File: config.mk
export PLATFORM = sky130hd
export DESIGN_NAME = i2c_cond_flat
export DESIGN_NICKNAME = d
export VERILOG_FILES = /design/src/logic/eeprom_pkg.sv /design/src/logic/cond_if.sv /design/src/logic/i2c_cond.sv /design/src/flat_wrapper.sv
export SDC_FILE = /design/constraint.sdc
export NUM_CORES = 1
export LEC_CHECK = 0
export BUFFER_PORTS_ARGS = -buffer_cell sky130_fd_sc_hd__clkbuf_2
export CORE_AREA = 4 4 41 43
export CTS_CLUSTER_SIZE = 16
export DETAILED_ROUTE_END_ITERATION = 6
export DIE_AREA = 0 0 45 47
export GPL_TIMING_DRIVEN = 1
export SLEW_MARGIN = 20
export SYNTH_ARGS = -nofsm -noshare
export SYNTH_HDL_FRONTEND = slang
export SYNTH_SLANG_ARGS = --single-unit
File: constraint.sdc
create_clock -name CLK -period 1.4 [get_ports CLK]
set_clock_uncertainty 0.15 [all_clocks]
set_input_delay 0.21 -clock CLK [delete_from_list [all_inputs] [get_ports CLK]]
set_output_delay 0.21 -clock CLK [all_outputs]
set_load 0.03 [all_outputs]
File: src/logic/eeprom_pkg.sv
package eeprom_pkg;

    localparam logic [3:0] DEV_TYPE = 4'b1010;      // control byte device code

    // one quarter of a bus bit in CLK cycles
    localparam int QUARTER_CYCLES = 1;
    localparam int BIT_CYCLES     = 4 * QUARTER_CYCLES;
    localparam int PHASE_W        = $clog2(BIT_CYCLES);

    localparam logic [PHASE_W-1:0] PHASE_LAST   = PHASE_W'(BIT_CYCLES - 1);
    localparam logic [PHASE_W-1:0] PHASE_SAMPLE = PHASE_W'(3 * QUARTER_CYCLES - 1);

    localparam logic [3:0] ACK_BIT = 4'd8;          // ninth slot of a byte

    // sequencer states
    localparam logic [3:0] ST_IDLE    = 4'd0;
    localparam logic [3:0] ST_START   = 4'd1;
    localparam logic [3:0] ST_CTRL    = 4'd2;
    localparam logic [3:0] ST_ADDR    = 4'd3;
    localparam logic [3:0] ST_DATA    = 4'd4;
    localparam logic [3:0] ST_RESTART = 4'd5;
    localparam logic [3:0] ST_CTRL_RD = 4'd6;
    localparam logic [3:0] ST_READ    = 4'd7;
    localparam logic [3:0] ST_STOP    = 4'd8;
    localparam logic [3:0] ST_DONE    = 4'd9;

    typedef logic [10:0] addr_t;
    typedef logic [7:0]  data_t;

    typedef union packed {
        struct packed {
            logic [3:0] dev_type;
            logic [2:0] page;       // addr[10:8]
            logic       rw;         // 1 = read
        } f;
        data_t raw;
    } ctrl_byte_u;

    typedef enum logic [1:0] {COND_START, COND_RESTART, COND_STOP} cond_kind_e;

endpackage

File: src/logic/cond_if.sv
`timescale 1ns/1ns
interface cond_if;

    logic                   go;
    eeprom_pkg::cond_kind_e kind;
    logic                   done;
    logic                   scl;
    logic                   sda_out;

    modport seq
    (
        output go, kind,
        input  done, scl, sda_out
    );

    modport gen
    (
        input  go, kind,
        output done, scl, sda_out
    );

endinterface

File: src/logic/i2c_cond.sv
`timescale 1ns/1ns
module i2c_cond
(
    input logic CLK,
    input logic RESET,
    cond_if.gen c
);

    logic                            active;
    logic [eeprom_pkg::PHASE_W-1:0]  phase;
    logic [1:0]                      quarter;
    eeprom_pkg::cond_kind_e          kind_r;

    assign quarter = 2'(phase / eeprom_pkg::QUARTER_CYCLES);
    assign c.done  = active && (phase == eeprom_pkg::PHASE_LAST);

    always_ff @(posedge CLK)
    begin
        if (RESET)
        begin
            active <= 1'b0;
            phase  <= '0;
        end
        else if (c.go && !active)
        begin
            active <= 1'b1;
            phase  <= '0;
        end
        else if (active)
        begin
            if (phase == eeprom_pkg::PHASE_LAST)
            begin
                active <= 1'b0;
                phase  <= '0;
            end
            else
                phase <= phase + 1'b1;
        end
    end

    always_ff @(posedge CLK)
    begin
        if (c.go && !active)
            kind_r <= c.kind;
    end

    // quarter patterns, bus idles with both lines high
    always_comb
    begin
        c.scl     = 1'b1;
        c.sda_out = 1'b1;
        if (active)
        begin
            case (kind_r)
                eeprom_pkg::COND_START:
                begin
                    c.scl     = (quarter != 2'd3);
                    c.sda_out = (quarter < 2'd2);   // falls while scl high
                end
                eeprom_pkg::COND_RESTART:
                begin
                    c.scl     = (quarter == 2'd1) || (quarter == 2'd2);
                    c.sda_out = (quarter < 2'd2);
                end
                eeprom_pkg::COND_STOP:
                begin
                    c.scl     = (quarter != 2'd0);
                    c.sda_out = (quarter >= 2'd2);  // rises while scl high
                end
                default:
                begin
                    c.scl     = 1'b1;
                    c.sda_out = 1'b1;
                end
            endcase
        end
    end

    a_go_idle: assert property (@(posedge CLK) disable iff (RESET)
        c.go |-> !active);

endmodule

File: src/flat_wrapper.sv
// flat-port wrapper written by rule: the top's interface ports become plain ports
module i2c_cond_flat 
  (CLK, RESET, c_go, c_kind, c_done, c_scl, c_sda_out);
  cond_if c_i ();
  input logic CLK;
  input logic RESET;
  input wire logic [$bits(c_i.go)-1:0] c_go;
  input wire logic [$bits(c_i.kind)-1:0] c_kind;
  output wire logic [$bits(c_i.done)-1:0] c_done;
  output wire logic [$bits(c_i.scl)-1:0] c_scl;
  output wire logic [$bits(c_i.sda_out)-1:0] c_sda_out;
  assign c_i.go = c_go;
  assign c_i.kind = c_kind;
  assign c_done = c_i.done;
  assign c_scl = c_i.scl;
  assign c_sda_out = c_i.sda_out;
  i2c_cond u_core (.CLK(CLK), .RESET(RESET), .c(c_i));
endmodule
* Word level (Yosys, flattened, before mapping)
Index checks and enable logic that the tools add are counted.
W data, S select, Z words.
** Storage, ports and cells
- Output and inout port bits :: 3
- Bits in registers :: 5
- Bits of input ports :: 5
** Operators by class
- Reductions and logical operators :: 8
- Muxes and demuxes :: 8
- Add/sub/neg operators :: 1
- Magnitude comparators :: 2
- Equal/unequal tests :: 6
** Operators with widths (count)
- $eq A2 B2 Y1 const B :: 3
- $mux W1 :: 5
- $eq A2 B1 Y1 const B :: 2
- $reduce_or A2 Y1 :: 2
- $pmux W1 S3 :: 1
- $add A2 B1 Y2 const B :: 1
- $ge A2 B2 Y1 const B :: 1
- $logic_and A1 B1 Y1 :: 2
- $logic_not A2 Y1 :: 1
- $lt A2 B2 Y1 const B :: 1
- $mux W2 :: 1
- $ne A2 B2 Y1 const B :: 1
- $pmux W1 S2 :: 1
- $reduce_bool A2 Y1 :: 1
- $logic_not A1 Y1 :: 1
- $logic_or A1 B1 Y1 :: 1

* Longest topological paths before layout
- Word-level depth :: 4
- Depth in mapped cells :: 4

* Worst setup path before layout
No wires, ideal clock.
- Kind :: register -> output
- From :: register u_core.phase[1] (netlist name)
- To :: output port c_scl
- Buffers on the path :: 0
- Data required time :: 1.040 ns
- Setup slack :: -0.333 ns
- Stages on the path, launching flop included :: 5
- Data arrival time :: 1.373 ns
- Cell sequence :: dfxtp_1 -> inv_1 -> ha_1 -> mux2_2 -> a31oi_1
** Between the ends
- Longest elaborated chain between the ends :: 4
** RTL lines
- start, declared :: line i2c_cond.sv:10 : logic [eeprom_pkg::PHASE_W-1:0] phase;
- start signal, assigned :: line i2c_cond.sv:37 : phase <= phase + 1'b1;
- $eq A2 B1 Y1 / $eq A2 B2 Y1 (equally long branches) :: line i2c_cond.sv:62 : c.scl = (quarter == 2'd1) || (quarter == 2'd2);
- $logic_or A1 B1 Y1 :: line i2c_cond.sv:62
- $pmux W1 S3 * :: line i2c_cond.sv:54 : case (kind_r)
- $mux W1 * :: line i2c_cond.sv:52 : if (active)
- end, declared :: line flat_wrapper.sv:10 : output wire logic [$bits(c_i.scl)-1:0] c_scl;
Mark *: on every way between the ends. The rest lies on a longest branch, timed or not.

* Final worst setup path
Same ends and word-level chain as after synthesis.

==> results.md <==
- The run finished, with violations left.
- The final reports fail on negative setup slack.
- The proportion of register bits with asynchronous set or reset after synthesis is 0.
- The filler cells instantiated in the layout total 146.
- The first TritonRoute pass finished after 2 iterations.
- A synthesized cell averages 10.8 sq um.
- The repair_antennas step left the layout with diodes totalling 0.
- The number of input and output port buffers inserted is 7.
- The clock net in this run drives a total of 5 sinks.
- The largest net degree at the start of global routing is 7.
- The first-iteration detailed-routing DRC count is 2.
- The final weighted congestion in routability-driven placement is 0.617.
- At the pin with the least slew margin, the transition time is 281 ps.
- The count of state elements after synthesis is 5.
- By area the synthesized netlist is led by sky130_fd_sc_hd__dfxtp_1 (21%), sky130_fd_sc_hd__edfxtp_1 (21%), sky130_fd_sc_hd__ha_1 (13%).
- The die area is 2120 sq um.
- The die is 47 um tall.
- The row count is 13.
- The overall global routing resource usage is 0.0736.
- The first global-routing pass estimated 1100 um of wire.
- The post-detailed-route DRC marker count is 0.
- The max-cap violation count is 0.
- The number of placed cells counting well taps is 53.
- The CTS tree is yes.
- The CTS buffer count is 3.
- From synthesis to final layout, the design area changed by 86.2%.
- By startpoint and endpoint, the worst setup path is classified as flop to output pin.
- Measured against its own limit, the worst slew margin works out to 0.812.
- In the synthesized netlist the dominant register cell turns out to be sky130_fd_sc_hd__dfxtp_1.
- The number of warnings reported in the yosys synthesis log is 0.
- The final worst slack is -361 ps.
- The CTS clock-pin slew for the worst setup and hold paths is 50 ps.
- The finished layout holds 61 standard cells, fillers aside.
- Dividing total power by cell area gives a power density of 801 nW/um^2.
- The final count of negative-setup-slack endpoints is 3.
- The number of global-route vias before repair came to 257.
- The starting density of the core is 0.223.
- For the worst-skew pair, the clock arrives at the later sink with an insertion delay of 240 ps.
- The commonest cells after synthesis are sky130_fd_sc_hd__dfxtp_1 (3), sky130_fd_sc_hd__ha_1 (3), sky130_fd_sc_hd__inv_1 (3), sky130_fd_sc_hd__or3b_1 (3).
- The cell count after synthesis is 27.
- The proportion of synthesized chip area in sequential cells is 0.414.
- Dividing the detail-routed wire length by the instance count gives 10.1 um.
- The via count is 255.
- For this block, the routed nets add up to 619 um of wire.
- The HPWL after detailed placement is 480 um.
- The max-slew violation count was 0.
- The number of flops mapped to enable cells by yosys is 2.
- The floorplan die width is 45 um.
- The fmax is 568 MHz.
- The final hold violation count is 0.
- The initial antenna violation count is 0.
- The element type at the critical path start is a flop.
- The maximum clock path buffer count is 2.
- Across the VDD grid, the largest voltage drop is 0.000456 V.
- After detailed routing, the number of vias per cell comes to 4.18.
- At the worst endpoint, the required time is 1040 ps.
- The boundary pin count is 8.
- The worst setup path is captured at an output pin.
- The worst hold path class is input port to flop.
- The number of different library cells used by synthesis comes to 17.
- The cell type with the highest aggregate area in the netlist is sky130_fd_sc_hd__dfxtp_1.
- The number of nets handed over by synthesis was 35.
- In the final layout, the share of cells above drive strength 1 is 0.652.
- The total area inside the core boundary comes to 1300 sq um.
- The global-route congestion overflow total is 0.
- The fraction of synthesized cell area taken by the top area cell type is 0.207.
- The portion of the clock cycle consumed by the worst path in the final layout is 1.26.
- Setup repair after global routing could not meet its margin everywhere.
- For the final routed database, the setup TNS stands at -860 ps.
- Along the worst path, the maximum fanout reaches 4.
- The critical path arrival is 1400 ps.
- The root buffer cell is sky130_fd_sc_hd__clkbuf_4.
- The cell area that synthesis handed to floorplanning was 290 sq um.
- Summed over all cells, the static leakage comes to 0.222 nW.
- In this run the number of H-tree levels came out at 1.
- The minimum period implied by the final worst setup slack is 1760 ps.
- The count of nets left with antenna violations once routing finished came out at 0.
- The final layout contains 55 nets.
## power by group
| group | internal, mW | total [mW] | switching [mW] |
|---|---|---|---|
| clock | 0.108 | 0.163 | 0.0554 |
| combinational | 0.0583 | 0.0969 | 0.0386 |
| sequential | 0.161 | 0.173 | 0.0118 |
| total | 0.327 | 0.433 | 0.106 |
## critical path, cell delays in order (launching register included)
cell                       delay, ps
sky130_fd_sc_hd__dfxtp_4         370
sky130_fd_sc_hd__inv_4            40
sky130_fd_sc_hd__ha_4            230
sky130_fd_sc_hd__nor4bb_4        320
sky130_fd_sc_hd__a31oi_4          60
sky130_fd_sc_hd__buf_8           140
## sequential cells by signal, summed over array words and instances (netlist names)
| name | flops |
|---|---|
| u_core.active | 1 |
| u_core.kind_r | 2 |
| u_core.phase | 2 |
## worst paths after layout
kind / start / endpoint / slack [ps] / depth (start not counted)
worst min-delay path: RESET / u_core.phase[1] / 10 / 2
worst max-delay path: u_core.phase[1] / c_scl / -360 / 5
worst min register to register: u_core.phase[1] / u_core.phase[1] / 450 / 2
worst max register to register: u_core.phase[1] / u_core.phase[0] / 30 / 4
## cells by family (layout without fill, tap and decap cells)
| family | count (synthesis) | after routing | share of synthesized area |
|---|---|---|---|
| flops | 5 | 5 | 0.414 |
| mux | 1 | 1 | 0.0388 |
| simple gates | 10 | 10 | 0.259 |
| buf+inv | 3 | 22 | 0.0388 |
| compound gates | 5 | 5 | 0.121 |
| fa+ha+maj | 3 | 3 | 0.129 |
## layer usage
metal / wire, um / GRT usage / share of wire
met4: 0 / 0.0351 / 0
met1: 284 / 0.0890 / 0.46
met2: 304 / 0.119 / 0.49
met3: 31 / 0.0230 / 0.050
met5: 0 / 0 / 0
## stage by stage
step | power (mW) | area [sq um] | util | hold slack, ps | setup slack, ps
floorplan | 0.229 | 345 | - | 115 | -21.2
global placement | 0.253 | 429 | 0.330 | 238 | -132
detailed placement | 0.255 | 429 | 0.330 | 240 | -155
CTS | 0.433 | 518 | 0.398 | 1.69 | -410
global route | 0.464 | 541 | 0.415 | 13.3 | -435
finish | 0.433 | 541 | 0.415 | 10.4 | -361
## layout by cell type, fill, tap and decap left out, types with 2 or more instances in the layout
cell type / synthesis / routed
sky130_fd_sc_hd__buf_4: 0 / 6
sky130_fd_sc_hd__clkbuf_2: 0 / 4
sky130_fd_sc_hd__clkbuf_4: 0 / 3
sky130_fd_sc_hd__clkbuf_8: 0 / 2
sky130_fd_sc_hd__dlygate4sd3_1: 0 / 2
sky130_fd_sc_hd__edfxtp_1: 2 / 2
sky130_fd_sc_hd__ha_2: 0 / 2
sky130_fd_sc_hd__nor2b_1: 2 / 2
sky130_fd_sc_hd__or3b_1: 3 / 3
## repair_timing
action | CTS | global route
endpoints found under the hold margin | 2 | 0
resized for setup | 8 | 4
gates cloned | 0 | 0
pin swaps | 1 | 2
setup endpoints to repair | 3 | 3
buffers inserted | 1 | 1
hold buffers | 2 | 0
## final cells by class
cell class / count / area [sq um] / share of cell area
multi-input combinational: 19 / 229 / 0.424
timing repair buffer: 15 / 128 / 0.236
sequential: 5 / 125 / 0.231
clock buffer: 4 / 26.3 / 0.0486
tap: 15 / 18.8 / 0.0347
inverter: 3 / 13.8 / 0.0255
(Power assumes the default switching activity.)
