### src/logic/eeprom_pkg.sv
package eeprom_pkg;

    localparam logic [3:0] DEV_TYPE = 4'b1010;      // control byte device code

    // one quarter of a bus bit in CLK cycles
    localparam int QUARTER_CYCLES = 1;
    localparam int BIT_CYCLES     = 4 * QUARTER_CYCLES;
    localparam int PHASE_W        = $clog2(BIT_CYCLES);

    localparam logic [PHASE_W-1:0] PHASE_LAST   = PHASE_W'(BIT_CYCLES - 1);
    localparam logic [PHASE_W-1:0] PHASE_SAMPLE = PHASE_W'(3 * QUARTER_CYCLES - 1);

    localparam logic [3:0] ACK_BIT = 4'd8;          // ninth slot of a byte

    // sequencer states
    localparam logic [3:0] ST_IDLE    = 4'd0;
    localparam logic [3:0] ST_START   = 4'd1;
    localparam logic [3:0] ST_CTRL    = 4'd2;
    localparam logic [3:0] ST_ADDR    = 4'd3;
    localparam logic [3:0] ST_DATA    = 4'd4;
    localparam logic [3:0] ST_RESTART = 4'd5;
    localparam logic [3:0] ST_CTRL_RD = 4'd6;
    localparam logic [3:0] ST_READ    = 4'd7;
    localparam logic [3:0] ST_STOP    = 4'd8;
    localparam logic [3:0] ST_DONE    = 4'd9;

    typedef logic [10:0] addr_t;
    typedef logic [7:0]  data_t;

    typedef union packed {
        struct packed {
            logic [3:0] dev_type;
            logic [2:0] page;       // addr[10:8]
            logic       rw;         // 1 = read
        } f;
        data_t raw;
    } ctrl_byte_u;

    typedef enum logic [1:0] {COND_START, COND_RESTART, COND_STOP} cond_kind_e;

endpackage

### src/logic/byte_if.sv
`timescale 1ns/1ns
interface byte_if;

    logic              go;
    logic              rx_mode;
    eeprom_pkg::data_t tx_byte;
    logic              master_nack;     // ninth bit value when receiving
    eeprom_pkg::data_t rx_byte;
    logic              slave_ack;
    logic              done;
    logic              scl;
    logic              sda_out;
    logic              sda_in;          // from the pin

    modport seq
    (
        output go, rx_mode, tx_byte, master_nack,
        input  rx_byte, slave_ack, done, scl, sda_out
    );

    modport shifter
    (
        input  go, rx_mode, tx_byte, master_nack, sda_in,
        output rx_byte, slave_ack, done, scl, sda_out
    );

endinterface

### src/logic/cond_if.sv
`timescale 1ns/1ns
interface cond_if;

    logic                   go;
    eeprom_pkg::cond_kind_e kind;
    logic                   done;
    logic                   scl;
    logic                   sda_out;

    modport seq
    (
        output go, kind,
        input  done, scl, sda_out
    );

    modport gen
    (
        input  go, kind,
        output done, scl, sda_out
    );

endinterface

### src/logic/eeprom_seq.sv
`timescale 1ns/1ns
module eeprom_seq
(
    input  logic              CLK,
    input  logic              RESET,
    input  logic              wr,
    input  logic              rd,
    input  eeprom_pkg::addr_t addr,
    input  eeprom_pkg::data_t data_in,
    byte_if.seq               b,
    cond_if.seq               c,
    output logic              scl,
    output logic              sda_out,
    output logic              ack,
    output logic              nack,
    output eeprom_pkg::data_t data_out
);

    logic [3:0]             state;
    logic [3:0]             state_nx;
    logic                   accept;
    logic                   entering;
    logic                   kick;       // first cycle of Start
    logic                   op_rd;
    logic                   tx_state;
    logic                   byte_on;
    logic                   cond_on;
    eeprom_pkg::addr_t      addr_r;
    eeprom_pkg::data_t      data_r;
    eeprom_pkg::ctrl_byte_u ctrl;

    assign accept   = (state == eeprom_pkg::ST_IDLE) && (wr || rd);
    assign entering = (state_nx != state);
    assign tx_state = state inside {eeprom_pkg::ST_CTRL, eeprom_pkg::ST_ADDR,
                                    eeprom_pkg::ST_DATA, eeprom_pkg::ST_CTRL_RD};
    assign byte_on  = tx_state || (state == eeprom_pkg::ST_READ);
    assign cond_on  = state inside {eeprom_pkg::ST_START, eeprom_pkg::ST_RESTART,
                                    eeprom_pkg::ST_STOP};

    always_comb
    begin
        state_nx = state;
        case (state)
            eeprom_pkg::ST_IDLE:
                if (wr || rd)
                    state_nx = eeprom_pkg::ST_START;
            eeprom_pkg::ST_START:
                if (c.done)
                    state_nx = eeprom_pkg::ST_CTRL;
            eeprom_pkg::ST_CTRL:
                if (b.done)
                    state_nx = b.slave_ack ? eeprom_pkg::ST_ADDR : eeprom_pkg::ST_STOP;
            eeprom_pkg::ST_ADDR:
                if (b.done)
                begin
                    if (!b.slave_ack)
                        state_nx = eeprom_pkg::ST_STOP;
                    else if (op_rd)
                        state_nx = eeprom_pkg::ST_RESTART;
                    else
                        state_nx = eeprom_pkg::ST_DATA;
                end
            eeprom_pkg::ST_DATA, eeprom_pkg::ST_READ:
                if (b.done)
                    state_nx = eeprom_pkg::ST_STOP;
            eeprom_pkg::ST_RESTART:
                if (c.done)
                    state_nx = eeprom_pkg::ST_CTRL_RD;
            eeprom_pkg::ST_CTRL_RD:
                if (b.done)
                    state_nx = b.slave_ack ? eeprom_pkg::ST_READ : eeprom_pkg::ST_STOP;
            eeprom_pkg::ST_STOP:
                if (c.done)
                    state_nx = eeprom_pkg::ST_DONE;
            default:
                state_nx = eeprom_pkg::ST_IDLE;
        endcase
    end

    // parts are launched on the cycle their state is entered
    assign b.go = entering && (state_nx inside {eeprom_pkg::ST_CTRL, eeprom_pkg::ST_ADDR,
                                                eeprom_pkg::ST_DATA, eeprom_pkg::ST_CTRL_RD,
                                                eeprom_pkg::ST_READ});
    assign c.go = kick || (entering && (state_nx inside {eeprom_pkg::ST_RESTART,
                                                         eeprom_pkg::ST_STOP}));

    assign c.kind = (state_nx == eeprom_pkg::ST_STOP)    ? eeprom_pkg::COND_STOP    :
                    (state_nx == eeprom_pkg::ST_RESTART) ? eeprom_pkg::COND_RESTART :
                                                           eeprom_pkg::COND_START;

    assign b.rx_mode     = (state_nx == eeprom_pkg::ST_READ);
    assign b.master_nack = 1'b1;        // single byte read ends with no-ack

    always_comb
    begin
        ctrl.f.dev_type = eeprom_pkg::DEV_TYPE;
        ctrl.f.page     = addr_r[10:8];
        ctrl.f.rw       = (state_nx == eeprom_pkg::ST_CTRL_RD);
    end

    always_comb
    begin
        case (state_nx)
            eeprom_pkg::ST_ADDR: b.tx_byte = addr_r[7:0];
            eeprom_pkg::ST_DATA: b.tx_byte = data_r;
            default:             b.tx_byte = ctrl.raw;
        endcase
    end

    // line mux, idle bus when neither part owns it
    assign scl     = byte_on ? b.scl     : (cond_on ? c.scl     : 1'b1);
    assign sda_out = byte_on ? b.sda_out : (cond_on ? c.sda_out : 1'b1);

    always_ff @(posedge CLK)
    begin
        if (RESET)
        begin
            state <= eeprom_pkg::ST_IDLE;
            kick  <= 1'b0;
            ack   <= 1'b0;
            nack  <= 1'b0;
            op_rd <= 1'b0;
        end
        else
        begin
            state <= state_nx;
            kick  <= accept;
            ack   <= (state == eeprom_pkg::ST_STOP) && c.done;
            if (accept)
            begin
                op_rd <= !wr;       // wr wins
                nack  <= 1'b0;
            end
            else if (tx_state && b.done && !b.slave_ack)
                nack <= 1'b1;
        end
    end

    always_ff @(posedge CLK)
    begin
        if (accept)
        begin
            addr_r <= addr;
            data_r <= data_in;
        end
        if ((state == eeprom_pkg::ST_READ) && b.done)
            data_out <= b.rx_byte;
    end

    a_ack_pulse: assert property (@(posedge CLK) disable iff (RESET)
        ack |=> !ack);

    // one part on the bus at a time
    a_one_go: assert property (@(posedge CLK) disable iff (RESET)
        !(b.go && c.go));

endmodule

### src/flat_wrapper.sv
// flat-port wrapper written by rule: the top's interface ports become plain ports
module eeprom_seq_flat 
  (CLK, RESET, wr, rd, addr, data_in, scl, sda_out, ack, nack, data_out, b_go, b_rx_mode, b_tx_byte, b_master_nack, b_rx_byte, b_slave_ack, b_done, b_scl, b_sda_out, c_go, c_kind, c_done, c_scl, c_sda_out);
  byte_if b_i ();
  cond_if c_i ();
  input  logic CLK;
  input  logic RESET;
  input  logic wr;
  input  logic rd;
  input  eeprom_pkg::addr_t addr;
  input  eeprom_pkg::data_t data_in;
  output logic scl;
  output logic sda_out;
  output logic ack;
  output logic nack;
  output eeprom_pkg::data_t data_out;
  output wire logic [$bits(b_i.go)-1:0] b_go;
  output wire logic [$bits(b_i.rx_mode)-1:0] b_rx_mode;
  output wire logic [$bits(b_i.tx_byte)-1:0] b_tx_byte;
  output wire logic [$bits(b_i.master_nack)-1:0] b_master_nack;
  input wire logic [$bits(b_i.rx_byte)-1:0] b_rx_byte;
  input wire logic [$bits(b_i.slave_ack)-1:0] b_slave_ack;
  input wire logic [$bits(b_i.done)-1:0] b_done;
  input wire logic [$bits(b_i.scl)-1:0] b_scl;
  input wire logic [$bits(b_i.sda_out)-1:0] b_sda_out;
  output wire logic [$bits(c_i.go)-1:0] c_go;
  output wire logic [$bits(c_i.kind)-1:0] c_kind;
  input wire logic [$bits(c_i.done)-1:0] c_done;
  input wire logic [$bits(c_i.scl)-1:0] c_scl;
  input wire logic [$bits(c_i.sda_out)-1:0] c_sda_out;
  assign b_go = b_i.go;
  assign b_rx_mode = b_i.rx_mode;
  assign b_tx_byte = b_i.tx_byte;
  assign b_master_nack = b_i.master_nack;
  assign b_i.rx_byte = b_rx_byte;
  assign b_i.slave_ack = b_slave_ack;
  assign b_i.done = b_done;
  assign b_i.scl = b_scl;
  assign b_i.sda_out = b_sda_out;
  assign c_go = c_i.go;
  assign c_kind = c_i.kind;
  assign c_i.done = c_done;
  assign c_i.scl = c_scl;
  assign c_i.sda_out = c_sda_out;
  eeprom_seq u_core (.CLK(CLK), .RESET(RESET), .wr(wr), .rd(rd), .addr(addr), .data_in(data_in), .b(b_i), .c(c_i), .scl(scl), .sda_out(sda_out), .ack(ack), .nack(nack), .data_out(data_out));
endmodule
### config.mk
export PLATFORM = sky130hd
export DESIGN_NAME = eeprom_seq_flat
export DESIGN_NICKNAME = d
export VERILOG_FILES = /design/src/logic/eeprom_pkg.sv /design/src/logic/byte_if.sv /design/src/logic/cond_if.sv /design/src/logic/eeprom_seq.sv /design/src/flat_wrapper.sv
export SDC_FILE = /design/constraint.sdc
export NUM_CORES = 1
export LEC_CHECK = 0
export ABC_AREA = 0
export BUFFER_PORTS_ARGS = -buffer_cell sky130_fd_sc_hd__buf_2
export CAP_MARGIN = 20
export CORE_MARGIN = 2
export CORE_UTILIZATION = 50
export DETAILED_ROUTE_END_ITERATION = 12
export PLACE_DENSITY = 0.82
export REMOVE_ABC_BUFFERS = 1
export SLEW_MARGIN = 20
export SYNTH_ARGS = -nofsm -noshare
export SYNTH_HDL_FRONTEND = slang
export SYNTH_SLANG_ARGS = --single-unit
### constraint.sdc
create_clock -name CLK -period 4.7 [get_ports CLK]
set_input_delay 0.235 -clock CLK [delete_from_list [all_inputs] [get_ports CLK]]
set_output_delay 0.235 -clock CLK [all_outputs]
set_load 0.02 [all_outputs]
Word level (Yosys, flattened, before mapping)
Index checks and enable logic that the tools add are counted.
Word-level totals
  register bits: 35
  bits of input ports: 38
  logic and storage cells: 63
Cells by class
  equality and inequality tests: 16
  multiplexer cells: 20
  reductions and logical operators: 19
Operators with widths (number)
  $mux 4: 11
  $eq 4x3->1 const B: 8
  $pmux 4 s8: 1
  $eq 4x2->1 const B: 4
  $pmux 8 s2: 1
  $eq 4x4->1 const B: 2
  $logic_and 1x1->1: 7
  $mux 1: 6
  $reduce_bool 5->1: 1
  $eq 4x1->1 const B: 1
  $logic_not 4->1: 1
  $ne 4x4->1: 1
  $reduce_bool 4->1: 1
  $reduce_or 2->1: 2
  $logic_or 1x1->1: 3
  $reduce_bool 3->1: 1
  $logic_not 1->1: 2
  $mux 2: 1
  $reduce_bool 2->1: 1

Depth between registers and ports, before layout
Gate-level depths: netlist of run 1.
  word-level depth: 8
  depth in mapped cells: 8
  depth with buffers taken out: 6

Least setup slack after synthesis of run 1
No wires, ideal clock.
  path type: register to output
  from: register u_core.state[1]
  to: output port c_go
  arrival: 1832 ps
  required time: 4465 ps
  path slack: 2633 ps
  stages on the path, launching flop included: 8
  path through: dfxtp_1 > buf_4 > nor2_1 > nand4b_1 > o211ai_2 > nor2_2 > nor3_1 > o31a_1
Between the ends
  cells in the longest elaborated chain, start to end: 7
  elaborated cells on any way between the ends: 25
  those cells by class: eq/ne: 11; mux: 9; reduce/logical: 5
RTL lines
  start: declaration: RTL line eeprom_seq.sv:19  | logic [3:0] state;
  start signal: assignment: RTL line eeprom_seq.sv:118  | state <= eeprom_pkg::ST_IDLE;
  start signal: assignment: RTL line eeprom_seq.sv:126  | state <= state_nx;
  $eq 4x3->1: RTL line eeprom_seq.sv:43  | case (state)
  $reduce_or 2->1: RTL line eeprom_seq.sv:43
  $pmux 4 s8: RTL line eeprom_seq.sv:43
  $eq 4x3->1 / $eq 4x4->1 (equally long branches): RTL line eeprom_seq.sv:84  | assign c.go = kick || (entering && (state_nx inside {eeprom_pkg::ST_RESTART,
  $reduce_bool 2->1: RTL line eeprom_seq.sv:84
  $logic_and 1x1->1 *: RTL line eeprom_seq.sv:84
  $logic_or 1x1->1 *: RTL line eeprom_seq.sv:84
  end: declaration: RTL line flat_wrapper.sv:26  | output wire logic [$bits(c_i.go)-1:0] c_go;
Mark *: on every way between the ends. The rest lies on a longest branch, timed or not.

Worst setup path after layout of run 1
  from: register u_core.state[0]
  to: output port c_go
Same word-level chain as after synthesis.

==> impl_metrics.py, run 1 <==
metrics = {
    "worst_setup_path": {
        "crit_type": "reg2out",
        "slowest_stage": "dfxtp_1",
        "rr_endpoint": "u_core.data_r[2]",
        "cp-startpoint": "u_core.state[0]",
        "cpLargestDelayFamily": "simple AND/OR/NAND/NOR gates",
        "cp.buffers_inverters": 1,
        "reg2reg_depth": 3,
        "startpoint_type": "flip-flop",
        "r2r_slack_ns": 2.82,
        "r2r-start": "u_core.state[0]",
        "cp.required_ns": 4.47,
        "critPathMaxFanout": 15,
        "critPathMaxStageDelay_ns": 0.63,
        "critPathCaptureType": "output port",
        "worst-path-stages": 7,
        "arrival_ns": 2.41,
        "crit_chain": "nor4_1, o21ai_1, o211ai_2, nor2_2, nor2b_1, o31a_1, buf_2",
        "endpoint": "c_go",
    },
    "sta": {
        "setup_violations": 0,
        "skew_ns": 0.00979,
        "fin_hold_ws_ns": 0.0630,
        "tightest_slew_ns": 0.759,
        "timing.slew.headroom_pct": 49.4,
        "final-hold-violation-count": 0,
        "layout_min_cycle_time_ns": 2.65,
        "grt_setup_unrepaired": "false",
        "fmax_mhz": 378,
        "finalCritPeriodShare_pct": 56.3,
        "setup_tns_ns": 0,
        "maxSlewViolCount": 0,
    },
    "yosys": {
        "yosysUniqueCellTypes": 42,
        "yosysWarnings": 0,
        "yosys.area.top_type": "edfxtp_1",
        "synthCells": 136,
        "syn-cell-area_mm2": 0.00162,
        "synth_top_area_share_pct": 50.2,
        "synth_seq_cells": 35,
        "yosysSeqAreaShare_pct": 60.1,
        "synth_area_leaders": "edfxtp_1, dfxtp_1, mux2i_1",
        "avgSynthCellArea_um2": 11.9,
    },
    "routing": {
        "vias_per_cell": 5.17,
        "drc": 0,
        "dr.pass1.iters": 4,
        "via_count": 1266,
        "totalWireLength_um": 3110,
        "drtIter0Drc": 50,
        "ant_nets": 0,
        "routedWlPerCell_um": 12.7,
    },
    "min_path": {
        "hp-class": "in2reg",
    },
    "power": {
        "max-vdd-ir-drop_uv": 221,
        "clockPowerShare_pct": 25.0,
        "totalPowerFinal_uw": 680,
        "p_sw_share_pct": 27.9,
        "leakage_nw": 0.832,
        "switchingPower_uw": 189,
        "p_comb_share_pct": 19.4,
        "p_per_area_mw_per_mm2": 338,
        "p_seq_share_pct": 55.6,
        "p_int_uw": 491,
    },
    "finish": {
        "syn_to_final_growth_pct": 24.6,
        "antenna_cells": 0,
        "nets": 238,
        "drive_gt1_share_pct": 40.3,
        "utilization_pct": 66.0,
    },
    "die": {
        "die_area_mm2": 0.00370,
        "die_x_um": 60.9,
        "rows": 20,
        "fp.coreArea_mm2": 0.00305,
        "start_util_pct": 53.0,
        "ios": 64,
        "die_h_um": 60.9,
    },
    "global_routing": {
        "grt_first_pass_wirelength_um": 4640,
        "grtUsageMet3_pct": 5.33,
        "grt_usage_pct": 17.7,
        "grt_max_degree": 23,
        "grt_overflow": 0,
        "antenna_found_initial": 0,
        "grtUsageMet2_pct": 31.3,
        "grt_most_used_layer": "met2",
        "grt.met1_usage_pct": 18.5,
        "grt_pass1_vias": 1149,
    },
    "clock_network": {
        "cts_buffers": 5,
        "clock_latency_ns": 0.34,
        "cts_setup_buffers": 0,
        "hold_buffers": 0,
        "cts_sinks": 35,
        "cts_tree": "yes",
        "htree_levels": 2,
        "cts_max_path_buffers": 2,
        "cts_resized": 0,
        "clkTransAtPathRegs_ns": 0.11,
        "root_buffer": "clkbuf_4",
    },
    "placement": {
        "dp_hpwl_um": 2390,
        "port-buffer-count": 62,
        "place_congestion": 0.876,
    },
    "status": {
        "status": "finished, final reports clean",
    },
    "run": {
        "maxCapViolations": 0,
    },
}
-- cells in the final DEF, fill, tap and decap left out, drive strengths merged, types with 3 or more instances in the layout --
cell / n
nand2: 11
nand2b: 3
o22a: 4
edfxtp: 27
clkbuf: 7
nor3: 3
dfxtp: 8
a21oi: 8
o21ai: 6
buf: 62
o22ai: 4
mux2i: 9
nor2b: 3
inv: 6
nor2: 17
-- logic make-up (layout without fill, tap and decap cells) --
group	Yosys count	after routing	share of synthesized area (%)
other	1	1	0.232
buffers and inverters	11	76	3.33
muxes	9	9	5.57
DFF	35	35	60.1
and+or+nand+nor	47	47	15.5
AOI/OAI and AO/OA	32	32	14.8
xor gates and xnor gates	1	1	0.542
-- final cells by class --
| class | instances | area, µm² |
|---|---|---|
| flip-flops and latches | 35 | 971 |
| multi-input cells | 90 | 592 |
| well taps | 44 | 55.1 |
| clock buffers | 7 | 55.1 |
| fillers | 259 | 1040 |
| inverters | 6 | 22.5 |
| repair buffers | 62 | 310 |
| clock inverters | 1 | 8.76 |
-- worst min-delay path by stage --
stage / start / end / cells after the start
6_report: b_rx_byte[4] / u_core.data_out[4] / 1
5_1_grt: b_rx_byte[4] / u_core.data_out[4] / 1
4_1_cts: b_rx_byte[4] / u_core.data_out[4] / 1
3_5_place_dp: addr[2] / u_core.addr_r[2] / 1
3_3_place_gp: addr[9] / u_core.addr_r[9] / 1
2_1_floorplan: RESET / u_core.ack / 1
-- cells in the mapped netlist (all sizes together) --
cell type	number
o21a	1
o22ai	4
xor2	1
a31oi	2
nand2	11
nand4b	1
o31a	1
nor4	1
o21ai	6
conb	1
edfxtp	27
nor4b	1
a21oi	8
nand2b	3
mux2i	9
buf	5
nand3	2
and2	2
a211oi	1
a22o	2
o211ai	2
nor2b	3
nor3	3
nand3b	1
nor2	17
or2	2
dfxtp	8
o2111ai	1
o22a	4
inv	6
-- metal layers --
metal / wire, µm / share of wire, %
met1: 1210 / 39
met4: 82 / 2.6
met3: 191 / 6.1
met2: 1630 / 52
met5: 0 / 0
-- metrics by stage --
stage | cells | area, µm² | setup slack (ns)
floorplan | 131 | 1590 | 2.45
global placement | 237 | 1950 | 2.45
detailed placement | 237 | 1950 | 2.45
CTS | 245 | 2010 | 2.06
global route | 245 | 2010 | 1.80
finish | 245 | 2010 | 2.05
-- worst register-to-register path: stages, from the launching register on --
cell	delay (ns)
dfxtp_1	0.47
nor4_1	0.31
o21ai_1	0.15
inv_1	0.59
-- state kept, by name, indices dropped and copies added, names as in the netlist --
| name | count |
|---|---|
| u_core.data_r | 8 |
| u_core.op_rd | 1 |
| u_core.nack | 1 |
| u_core.ack | 1 |
| u_core.kick | 1 |
| u_core.data_out | 8 |
| u_core.state | 4 |
| u_core.addr_r | 11 |
-- power by group through the flow --
stage / clock [mW] / sequential [mW] / combinational [mW]
floorplan: 0 / 0.381 / 0.0895
detailed placement: 0 / 0.385 / 0.132
global placement: 0 / 0.384 / 0.129
global route: 0.184 / 0.381 / 0.146
CTS: 0.175 / 0.378 / 0.133
finish: 0.170 / 0.378 / 0.132
Power figures use the tool's default switching activity.
==> run 2, diff against run 1 <==
CORE_UTILIZATION = 48   (was 50)
PLACE_DENSITY = 0.79   (was 0.82)
clock period = 2.7 ns   (was 4.7 ns; I/O delays follow)
==> run 2 against run 1 <==
  * Wire length is 32% higher
  * Cell count is 12% higher
  * Clock-buffer cell count is 1 lower
  * Sequential share of layout area is 6.5 points lower
  * Global-route usage is 3.3 points higher
  * Largest power group unchanged
  * Power is 98% higher
  * Clock skew is 0.0036 ns higher
  * First-iteration DRC count is 18% lower
==> impl_metrics.py, run 2 (synthesis gave the netlist of run 1 again) <==
metrics = {
    "global_routing": {
        "grt_max_degree": 23,
        "grt_usage_pct": 21.0,
        "grt_first_pass_wirelength_um": 5690,
        "antenna_found_initial": 0,
        "grt_overflow": 0,
        "grt_pass1_vias": 1307,
    },
    "run": {
        "maxCapViolations": 0,
    },
    "clock_network": {
        "clkTransAtPathRegs_ns": 0.12,
        "cts_buffers": 5,
        "cts_sinks": 35,
        "cts_max_path_buffers": 2,
        "cts_setup_buffers": 0,
        "cts_tree": "yes",
        "clock_latency_ns": 0.34,
        "root_buffer": "clkbuf_4",
        "htree_levels": 2,
    },
    "routing": {
        "routedWlPerCell_um": 14.9,
        "vias_per_cell": 5.20,
        "drc": 0,
        "ant_nets": 0,
        "totalWireLength_um": 4090,
        "via_count": 1430,
        "dr.pass1.iters": 4,
        "drtIter0Drc": 41,
    },
    "sta": {
        "setup_tns_ns": 0,
        "finalCritPeriodShare_pct": 92.2,
        "skew_ns": 0.0134,
        "timing.slew.headroom_pct": 45.0,
        "tightest_slew_ns": 0.824,
        "final-hold-violation-count": 0,
        "maxSlewViolCount": 0,
        "grt_setup_unrepaired": "false",
        "fmax_mhz": 402,
        "setup_violations": 0,
        "layout_min_cycle_time_ns": 2.49,
    },
    "die": {
        "fp.coreArea_mm2": 0.00328,
        "ios": 64,
        "die_x_um": 62.0,
        "rows": 21,
        "die_area_mm2": 0.00385,
        "die_h_um": 62.0,
        "start_util_pct": 49.2,
    },
    "worst_setup_path": {
        "arrival_ns": 2.35,
        "critPathCaptureType": "output port",
        "cp.required_ns": 2.57,
        "crit_type": "reg2out",
        "critPathMaxFanout": 13,
        "startpoint_type": "flip-flop",
    },
    "finish": {
        "syn_to_final_growth_pct": 44.0,
        "largest_registers": "u_core.addr_r (11), u_core.data_out (8), u_core.data_r (8)",
        "mostFrequentLayoutCells": "buf_2, dlygate4sd3_1, edfxtp_1, nor2_1, nand2_1",
        "regMostFlops": "u_core.addr_r",
        "fillers": 240,
        "drive_gt1_share_pct": 35.8,
        "layout_commonest_cell": "buf_2",
        "antenna_cells": 0,
        "nets": 266,
        "multiInputGateArea_um2": 597,
        "regArea_um2": 971,
        "largest_reg_flops": 11,
    },
    "placement": {
        "place_congestion": 0.830,
        "port-buffer-count": 62,
        "dp_hpwl_um": 2600,
    },
    "power": {
        "leakage_nw": 0.963,
        "totalPowerFinal_mw": 1.35,
        "p_per_area_mw_per_mm2": 578,
        "max-vdd-ir-drop_uv": 401,
    },
    "status": {
        "status": "finished, final reports clean",
    },
    "min_path": {
        "hp-class": "in2reg",
    },
}
-- run 2: changes by cell type in the layout (fill, tap and decap cells not counted), sizes merged --
cell         before  now
dlygate4sd3       0   28
clkbuf            7    6
bufinv            0    1
inv               6    7
clkinv            1    0
-- run 2: critical path, stage by stage (launching register included) --
cell and delay [ns]:
dfxtp_1 0.62, nand2_1 0.18, a31oi_1 0.26, nor4b_2 0.11, nor2_4 0.28, nor2b_1 0.25
o31a_1 0.17, buf_2 0.16
-- run 2: per-stage QoR --
step | instance area, µm² | hold WS, ns | std cells | worst slack [ns] | utilization (%)
global route | 2330 | 0.0612 | 275 | 0.0505 | 70.9
detailed placement | 1950 | 0.313 | 239 | 0.478 | 59.5
finish | 2330 | 0.0577 | 275 | 0.212 | 70.9
CTS | 2320 | 0.0604 | 275 | 0.0936 | 70.7
global placement | 1950 | 0.311 | 239 | 0.587 | 59.5
floorplan | 1590 | 0.207 | 131 | 0.553 | -
-- run 2: worst paths after layout --
path	end	slack, ns	depth (start not counted)	start
hold reg to reg	u_core.op_rd	0.51	2	u_core.op_rd
setup / recovery	c_go	0.21	7	u_core.state[1]
hold / removal	u_core.op_rd	0.06	2	RESET
setup reg to reg	u_core.op_rd	0.69	5	u_core.state[0]
-- run 2: layout make-up --
cell class / instances / share of cell area (%)
clock buffer: 6 / 2.20
multi-input combinational: 90 / 25.6
timing repair buffer: 90 / 25.4
sequential: 35 / 41.7
clock inverter: 2 / 1.67
inverter: 6 / 0.967
tap: 46 / 2.47
-- run 2: where the power goes --
| group | internal (mW) | total (mW) | switching, mW |
|---|---|---|---|
| clock network | 0.224 | 0.407 | 0.184 |
| logic | 0.120 | 0.276 | 0.156 |
| registers | 0.634 | 0.662 | 0.0288 |
-- run 2: what timing repair did --
| item | CTS | global route |
|---|---|---|
| hold endpoints to repair | 28 | 0 |
| endpoints found under the setup margin | 0 | 7 |
| hold buffers | 28 | 0 |
| resized for setup | 0 | 1 |
-- run 2: per-layer routing --
layer,global-route usage (%),up-vias,share of wire [%]
met4,9.42,0,2.1
met3,6.42,12,5.4
li1,-,683,-
met5,0,-,0
met1,22.8,675,39
met2,37.4,60,54
